## config.mk

```make
export PLATFORM = sky130hd
export DESIGN_NAME = operand_path
export DESIGN_NICKNAME = d
export VERILOG_FILES = /design/src/rtl/mips_pkg.sv /design/src/rtl/register_file.sv /design/src/rtl/main_forwarder.sv /design/src/rtl/pipeline_stages.sv /design/src/rtl/operand_path.sv
export SDC_FILE = /design/constraint.sdc
export NUM_CORES = 2
export LEC_CHECK = 0
export ABC_AREA = 1
export BUFFER_PORTS_ARGS = -buffer_cell sky130_fd_sc_hd__buf_2
export CORE_UTILIZATION = 30
export CTS_CLUSTER_DIAMETER = 50
export CTS_CLUSTER_SIZE = 40
export DETAILED_ROUTE_END_ITERATION = 6
export PLACE_DENSITY = 0.49
export SLEW_MARGIN = 30
export SYNTH_ARGS = -nofsm -noshare
export SYNTH_HDL_FRONTEND = slang
export SYNTH_HIERARCHICAL = 1
export SYNTH_SLANG_ARGS = --single-unit
export TNS_END_PERCENT = 20
```

## constraint.sdc

```tcl
create_clock -name clk -period 2.7 [get_ports clk]
set_clock_uncertainty 0.1 [all_clocks]
set_input_delay 0.135 -clock clk [delete_from_list [all_inputs] [get_ports clk]]
set_output_delay 0.135 -clock clk [all_outputs]
set_load 0.01 [all_outputs]
```

## src/rtl/mips_pkg.sv

```systemverilog
package mips_pkg;

    typedef logic [31:0] word_t;
    typedef logic [4:0]  reg_idx_t;

    // Which architectural state an instruction updates
    typedef struct packed {
        logic write_reg;
        logic write_lo;
        logic write_hi;
    } control_t;

    // One instruction as it travels down the pipeline
    typedef struct packed {
        logic     valid;
        word_t    instruction;
        reg_idx_t dest_reg;
        word_t    dest_reg_data;
        word_t    dest_lo_data;
        word_t    dest_hi_data;
        control_t control;
    } pipeline_signal_t;

    typedef struct packed {
        logic  f;      // Set when a newer record supplies the value
        word_t data;
    } forward_element_t;

    typedef struct packed {
        forward_element_t rs;
        forward_element_t rt;
        forward_element_t lo;
        forward_element_t hi;
    } forward_info_t;

    typedef struct packed {
        word_t rs_data;
        word_t rt_data;
        word_t lo_data;
        word_t hi_data;
    } operands_t;

    function automatic reg_idx_t rs_field(input word_t instruction);
        return instruction[25:21];
    endfunction

    function automatic reg_idx_t rt_field(input word_t instruction);
        return instruction[20:16];
    endfunction

    function automatic pipeline_signal_t bubble();
        return '0;
    endfunction

endpackage

```

## src/rtl/register_file.sv

```systemverilog
module register_file (
    input  logic                       clk,
    input  logic                       reset,
    input  mips_pkg::reg_idx_t         read_rs,
    input  mips_pkg::reg_idx_t         read_rt,
    input  mips_pkg::pipeline_signal_t write_back,
    input  mips_pkg::pipeline_signal_t memory,
    output mips_pkg::word_t            rs_data,
    output mips_pkg::word_t            rt_data,
    output mips_pkg::word_t            lo_data,
    output mips_pkg::word_t            hi_data
);

    mips_pkg::word_t regs [1:31];  // Register 0 has no storage
    mips_pkg::word_t lo_reg;
    mips_pkg::word_t hi_reg;

    logic gpr_write;
    logic lo_write;
    logic hi_write;

    // General registers commit from write-back, lo and hi one stage earlier
    assign gpr_write = write_back.valid && write_back.control.write_reg
                       && (write_back.dest_reg != '0);
    assign lo_write  = memory.valid && memory.control.write_lo;
    assign hi_write  = memory.valid && memory.control.write_hi;

    always_ff @(posedge clk) begin
        if (reset) begin
            for (int i = 1; i < 32; i++) begin
                regs[i] <= '0;
            end
            lo_reg <= '0;
            hi_reg <= '0;
        end else begin
            if (gpr_write) begin
                regs[write_back.dest_reg] <= write_back.dest_reg_data;
            end
            if (lo_write) begin
                lo_reg <= memory.dest_lo_data;
            end
            if (hi_write) begin
                hi_reg <= memory.dest_hi_data;
            end
        end
    end

    // Reads see the old value during a write; the forwarder covers that case
    assign rs_data = (read_rs == '0) ? '0 : regs[read_rs];
    assign rt_data = (read_rt == '0) ? '0 : regs[read_rt];
    assign lo_data = lo_reg;
    assign hi_data = hi_reg;

endmodule

```

## src/rtl/main_forwarder.sv

```systemverilog
module main_forwarder (
    input  mips_pkg::pipeline_signal_t ps_decode,
    input  mips_pkg::pipeline_signal_t ps_execute,
    input  mips_pkg::pipeline_signal_t ps_memory,
    input  mips_pkg::pipeline_signal_t ps_write_back,
    output mips_pkg::forward_info_t    decode_forward_info,
    output mips_pkg::forward_info_t    execute_forward_info
);

    mips_pkg::reg_idx_t decode_rs;
    mips_pkg::reg_idx_t decode_rt;
    mips_pkg::reg_idx_t execute_rs;
    mips_pkg::reg_idx_t execute_rt;
    mips_pkg::forward_element_t lo_element;
    mips_pkg::forward_element_t hi_element;

    assign decode_rs  = mips_pkg::rs_field(ps_decode.instruction);
    assign decode_rt  = mips_pkg::rt_field(ps_decode.instruction);
    assign execute_rs = mips_pkg::rs_field(ps_execute.instruction);
    assign execute_rt = mips_pkg::rt_field(ps_execute.instruction);

    // A miss leaves the data cleared as well
    function automatic mips_pkg::forward_element_t make_element(
        input logic            hit,
        input mips_pkg::word_t data
    );
        mips_pkg::forward_element_t element;
        element = '0;
        if (hit) begin
            element.f    = 1'b1;
            element.data = data;
        end
        return element;
    endfunction

    function automatic mips_pkg::forward_element_t gpr_hit(
        input mips_pkg::pipeline_signal_t ps,
        input mips_pkg::reg_idx_t         source
    );
        logic hit;
        hit = ps.valid && ps.control.write_reg && (ps.dest_reg != '0)
              && (ps.dest_reg == source);
        return make_element(hit, ps.dest_reg_data);
    endfunction

    // lo and hi commit when leaving memory, so memory is the only source
    assign lo_element = make_element(ps_memory.valid && ps_memory.control.write_lo,
                                     ps_memory.dest_lo_data);
    assign hi_element = make_element(ps_memory.valid && ps_memory.control.write_hi,
                                     ps_memory.dest_hi_data);

    always_comb begin
        execute_forward_info.rs = gpr_hit(ps_memory, execute_rs);
        if (!execute_forward_info.rs.f) begin
            execute_forward_info.rs = gpr_hit(ps_write_back, execute_rs);
        end
        execute_forward_info.rt = gpr_hit(ps_memory, execute_rt);
        if (!execute_forward_info.rt.f) begin
            execute_forward_info.rt = gpr_hit(ps_write_back, execute_rt);
        end
        execute_forward_info.lo = lo_element;
        execute_forward_info.hi = hi_element;

        // Newer records get picked up again once decode moves to execute
        decode_forward_info.rs = gpr_hit(ps_write_back, decode_rs);
        decode_forward_info.rt = gpr_hit(ps_write_back, decode_rt);
        decode_forward_info.lo = lo_element;
        decode_forward_info.hi = hi_element;
    end

endmodule

```

## src/rtl/pipeline_stages.sv

```systemverilog
module pipeline_stages (
    input  logic                       clk,
    input  logic                       reset,
    input  mips_pkg::pipeline_signal_t issue,
    input  mips_pkg::operands_t        regfile_operands,
    input  mips_pkg::forward_info_t    decode_forward_info,
    input  mips_pkg::forward_info_t    execute_forward_info,
    output mips_pkg::pipeline_signal_t ps_decode,
    output mips_pkg::pipeline_signal_t ps_execute,
    output mips_pkg::pipeline_signal_t ps_memory,
    output mips_pkg::pipeline_signal_t ps_write_back,
    output mips_pkg::operands_t        execute_operands
);

    mips_pkg::operands_t decode_operands;
    mips_pkg::operands_t captured_operands;  // Decode values as seen one cycle ago

    // Each forwarded element replaces the matching operand on a hit
    function automatic mips_pkg::operands_t merge(
        input mips_pkg::operands_t     base,
        input mips_pkg::forward_info_t fwd
    );
        mips_pkg::operands_t result;
        result = base;
        if (fwd.rs.f) begin
            result.rs_data = fwd.rs.data;
        end
        if (fwd.rt.f) begin
            result.rt_data = fwd.rt.data;
        end
        if (fwd.lo.f) begin
            result.lo_data = fwd.lo.data;
        end
        if (fwd.hi.f) begin
            result.hi_data = fwd.hi.data;
        end
        return result;
    endfunction

    always_ff @(posedge clk) begin
        if (reset) begin
            ps_decode     <= mips_pkg::bubble();
            ps_execute    <= mips_pkg::bubble();
            ps_memory     <= mips_pkg::bubble();
            ps_write_back <= mips_pkg::bubble();
        end else begin
            // An invalid issue enters as a clean bubble
            ps_decode     <= issue.valid ? issue : mips_pkg::bubble();
            ps_execute    <= ps_decode;
            ps_memory     <= ps_execute;
            ps_write_back <= ps_memory;
        end
    end

    assign decode_operands = merge(regfile_operands, decode_forward_info);

    always_ff @(posedge clk) begin
        captured_operands <= decode_operands;
    end

    // Memory and write-back now hold the records that were newer than the capture
    assign execute_operands = merge(captured_operands, execute_forward_info);

endmodule

```

## src/rtl/operand_path.sv

```systemverilog
module operand_path (
    input  logic                       clk,
    input  logic                       reset,
    input  mips_pkg::pipeline_signal_t issue,
    output mips_pkg::pipeline_signal_t execute_record,
    output mips_pkg::operands_t        execute_operands
);

    mips_pkg::pipeline_signal_t ps_decode;
    mips_pkg::pipeline_signal_t ps_execute;
    mips_pkg::pipeline_signal_t ps_memory;
    mips_pkg::pipeline_signal_t ps_write_back;
    mips_pkg::forward_info_t    decode_forward_info;
    mips_pkg::forward_info_t    execute_forward_info;
    mips_pkg::operands_t        regfile_operands;
    mips_pkg::word_t            rf_rs_data;
    mips_pkg::word_t            rf_rt_data;
    mips_pkg::word_t            rf_lo_data;
    mips_pkg::word_t            rf_hi_data;

    assign regfile_operands = '{rs_data: rf_rs_data, rt_data: rf_rt_data,
                                lo_data: rf_lo_data, hi_data: rf_hi_data};
    assign execute_record   = ps_execute;

    pipeline_stages u_stages (
        .clk                  (clk),
        .reset                (reset),
        .issue                (issue),
        .regfile_operands     (regfile_operands),
        .decode_forward_info  (decode_forward_info),
        .execute_forward_info (execute_forward_info),
        .ps_decode            (ps_decode),
        .ps_execute           (ps_execute),
        .ps_memory            (ps_memory),
        .ps_write_back        (ps_write_back),
        .execute_operands     (execute_operands)
    );

    // Decode reads its sources here
    register_file u_register_file (
        .clk        (clk),
        .reset      (reset),
        .read_rs    (mips_pkg::rs_field(ps_decode.instruction)),
        .read_rt    (mips_pkg::rt_field(ps_decode.instruction)),
        .write_back (ps_write_back),
        .memory     (ps_memory),
        .rs_data    (rf_rs_data),
        .rt_data    (rf_rt_data),
        .lo_data    (rf_lo_data),
        .hi_data    (rf_hi_data)
    );

    main_forwarder u_forwarder (
        .ps_decode            (ps_decode),
        .ps_execute           (ps_execute),
        .ps_memory            (ps_memory),
        .ps_write_back        (ps_write_back),
        .decode_forward_info  (decode_forward_info),
        .execute_forward_info (execute_forward_info)
    );

endmodule

```

* After elaboration in Yosys (flattened, before gate mapping)
Memories as Yosys holds them, arrays and structs flattened. A register that Yosys moved wholly into a read port is not among the register bits. Cells that the tools add are included.
Cells by class: equality and inequality tests 6, multiplexer cells 31, bitwise logic cells 1, reductions and logical operators 18
Operator list (number):
- $mux W32 | 11
- $mux W33 | 10
- $mux W137 | 1
- $reduce_or A32 Y1 | 1
- $eq A5 B5 Y1 | 6
- $mux W5 | 3
- $logic_and A1 B1 Y1 | 12
- $logic_not A5 Y1 | 2
- $reduce_bool A5 Y1 | 2
- $mux W1 | 6
- $reduce_or A2 Y1 | 1
- $not A1 Y1 | 1
Storage, ports and cells: register bits 610, bits in writable memories 992, bits of input ports 139, memories kept 1
Memory list:
- u_register_file.regs | depth 31, bits a word 32, read ports 2, clocked after memory_dff 2, wr ports 31, line register_file.sv:14 | mips_pkg::word_t regs [1:31];

* Logic depth before layout (Yosys ltp)
depth after elaboration 7, gate-level depth with buffers 15

* Hierarchy
Netlist, hierarchy kept.
Modules (own cells, without submodules):
- register_file | times used 1, cells an instance 7536, area each 58997.8 µm²
- pipeline_stages | times used 1, cells an instance 2666, area each 21274.2 µm²
- main_forwarder | times used 1, cells an instance 637, area each 3235.6 µm²

* Worst setup path before layout
Ideal clock, no wire load.
path type register to register, from register, netlist name u_stages/ps_write_back[102], to memory u_register_file/regs[18][0] (netlist name), enable pin, arrival 2.220 ns, data required time 2.211 ns, setup slack -0.009 ns, stages on the path, launching flop included 10, buffers on the path 1, period minus slack after synthesis 2.709 ns, cells stage by stage dfxtp_1 -> inv_1 -> nand3_1 -> inv_2 -> nand2_1 -> nand2_1 -> nor3_4 -> nand2_1 -> buf_6 -> nand2_1
RTL lines (line):
- end: declaration | register_file.sv:14

==> impl_results.rst <==
.. list-table::
   :header-rows: 1

   * - Metric
     - Value
   * - Run status
     - finished, violations left
   * - Violations in the final reports
     - design-rule violations, negative setup slack
   * - First-pass GRT wire length
     - 490 mm
   * - Unrepaired setup endpoints after global routing
     - true
   * - Maximum single-stage delay on the critical path
     - 360 ps
   * - Global route total overflow
     - 0
   * - Register Area
     - 43000 sq um
   * - Total of warnings raised by yosys
     - 6
   * - Area of the core region
     - 265000 sq um
   * - Number of antenna-violating nets in the routed design
     - 0
   * - Number of primary I/O pins
     - 404
   * - Capturing element type of the critical path
     - output pin
   * - Critical path data arrival time
     - 2690 ps
   * - Total area of multi-input combinational cells
     - 30500 sq um
   * - H-tree depth reported by CTS
     - 4
   * - Maximum net fanout on the critical path
     - 8
   * - Cells after DPL
     - 14000
   * - Post-route fraction of the period consumed by the critical path
     - 108%
   * - Post-Syn Area per Cell
     - 7.65 sq um
   * - Insertion delay of the later-clocked pin in the worst-skew pair
     - 870 ps
   * - Layout fillers
     - 27100
   * - Count of nets after finishing
     - 11200
   * - Detailed Place HPWL
     - 213 mm
   * - Clock tree root buffer cell
     - clkbuf_16
   * - Fraction of layout cells with a size suffix above 1
     - 13.8%
   * - Maximum frequency from static timing analysis
     - 342 MHz
   * - Leakage
     - 40.9 nW
   * - Synthesis-to-layout area growth
     - 24.6%
   * - Height of the die
     - 518 microns
   * - Routed length per placed instance
     - 23.2 microns
   * - Finish-stage setup viols
     - 69
   * - Pin count of the biggest net entering global routing
     - 180
   * - Smallest setup slack after layout
     - -225 ps
   * - Type of the setup path with the least slack
     - reg -> out
   * - Die width
     - 518 microns
   * - Antenna violations before repair
     - 10
   * - Initial core utilization
     - 30.2%
   * - Peak supply drop
     - 0.649 mV
   * - Gpl congestion
     - 0.921
   * - Overall track demand over capacity in global routing
     - 24.6%
   * - DRC violation count after routing
     - 8
   * - Crit path buf inv count
     - 6
   * - CTS Buf Count
     - 211
   * - Area of the mapped netlist
     - 79900 sq um
   * - PD cells
     - 638 nW/um^2
   * - Number of vias per cell after detailed routing
     - 5.11
   * - Crit path cell chain
     - buf_4, nand2_1, nand2_2, nor2_4, nand3_4, buf_6, o21ai_4, buf_12, buf_12, buf_16, nand2_2, nand2_4, buf_6
   * - Hold Violations, Final
     - 0
   * - Port-buffer cells
     - 403
   * - Worst slew margin
     - 40.0%
   * - Final worst hold slack
     - 106 ps
   * - CTS tree
     - done
   * - # clock sinks
     - 1634
   * - Critical Path Source Type
     - flop
   * - Post-Route Utilization
     - 37.6%
   * - Die area
     - 268000 sq um
   * - Bufs on Longest Clock Path
     - 3
   * - Number of cell rows
     - 189
   * - Design Power
     - 63.5 mW
   * - Number of DRC markers in iteration 0
     - 9173
   * - Highest-delay cell along the critical path
     - dfxtp_4
   * - Kind of cell adding the most delay to the critical path
     - buffers and inverters
   * - Transition time at the pin with the least slew margin
     - 900 ps
   * - Non-filler cells in the finished layout
     - 14800
   * - Vias in the first global route
     - 72500
   * - Classification of the worst-slack hold path
     - in -> reg
   * - Number of detailed-route iterations in the first pass
     - 7
   * - Min cycle time layout
     - 2930 ps
   * - Post-Synthesis Cells
     - 10400
   * - Required time reported for the critical path endpoint
     - 2470 ps
   * - Max Cap Violations
     - 0
   * - Final slew viol count
     - 0
   * - Total number of vias
     - 75500
   * - Reg clk slew, reported paths
     - 60 ps
   * - Overall routed net length
     - 343 mm
final cells by class:
class / instances / share of cell area, %
Sequential cell: 1634 / 43.2
Multi-Input combinational cell: 7271 / 30.6
Timing Repair Buffer: 1234 / 11.6
Clock buffer: 236 / 5.57
Tap cell: 3533 / 4.44
Inverter: 705 / 2.71
Clock inverter: 162 / 1.83
Antenna cell: 4 / 0.0101
tightest hold or removal path: stages:
cell and delay (ps):
dlygate4sd3_1 570, buf_2 130, inv_1 40, nor2_1 100
power breakdown:
part	internal (mW)	switching [mW]	leakage [nW]
clock	16.7	12.7	3.54
combinational	2.13	4.10	21.9
sequential	27.3	0.511	15.5
sequential cells by signal, summed over array words and instances (netlist names):
signal / cells
u_register_file/hi_data: 32
u_register_file/lo_data: 32
u_register_file/regs: 1024
u_stages/captured_operands: 128
u_stages/ps_decode: 137
u_stages/ps_execute: 137
u_stages/ps_memory: 105
u_stages/ps_write_back: 39
per-stage QoR:
stage / area (sq um) / TNS, ps / worst slack [ps]
2_1_floorplan: 80000 / -3490 / -9.32
3_5_place_dp: 87600 / 0 / 20.2
4_1_cts: 98900 / -13940 / -327
5_1_grt: 99500 / -18840 / -336
6_report: 99500 / -8750 / -225
3_3_place_gp: 87600 / -106 / -106
layer usage:
| layer | global-route usage (%) | wire (microns) | vias up |
|---|---|---|---|
| met5 | 0 | 34 | - |
| met4 | 12.7 | 18600 | 4 |
| met3 | 4.76 | 33600 | 887 |
| met2 | 39.3 | 155000 | 4201 |
| met1 | 31.4 | 136000 | 36200 |
| li1 | - | - | 34200 |
path summary, 6_finish.rpt:
check	slack, ps	cells past startpoint	endpoint	startpoint
setup / recovery	-230	13	execute_operands[104]	u_stages/ps_write_back[99]$_SDFF_PP0_
hold reg to reg	290	2	u_stages/ps_execute[6]$_SDFF_PP0_	u_stages/ps_decode[6]$_SDFF_PP0_
hold / removal	110	4	u_stages/ps_decode[125]$_SDFF_PP0_	issue[125]
setup reg to reg	-80	11	u_stages/captured_operands[103]$_DFF_P_	u_stages/ps_decode[126]$_SDFF_PP0_
repair_timing:
item                                   in CTS  in global routing
pin swaps                                  28                 35
resized for setup                         158                114
hold buffers                              307                  0
gates cloned                                6                  8
buffers inserted                           14                  6
endpoints found under the hold margin     196                  0
setup endpoints to repair                 104                103
placed cells by master, fill, tap and decap left out, types with 15 or more instances in the layout:
master         instances
buf_4                348
clkbuf_16            221
bufinv_16             15
nor2_1              2456
dfxtp_4               21
nand2_2              103
conb_1                32
nand2_1             2832
nand2_4               19
o211ai_1              22
dlygate4sd3_1        307
clkinv_4              15
buf_2                358
buf_6                 54
o21ai_1               47
a21oi_1              121
nand3_1             1050
nand3_2               22
inv_8                 20
inv_6                 47
nor2_2                25
edfxtp_1            1024
nand4_1               35
inv_1                682
buf_12               149
o21ai_0              460
clkinvlp_4            26
dfxtp_1              582
clkinv_2              24
Note: power is estimated with default switching activity, not from simulation.
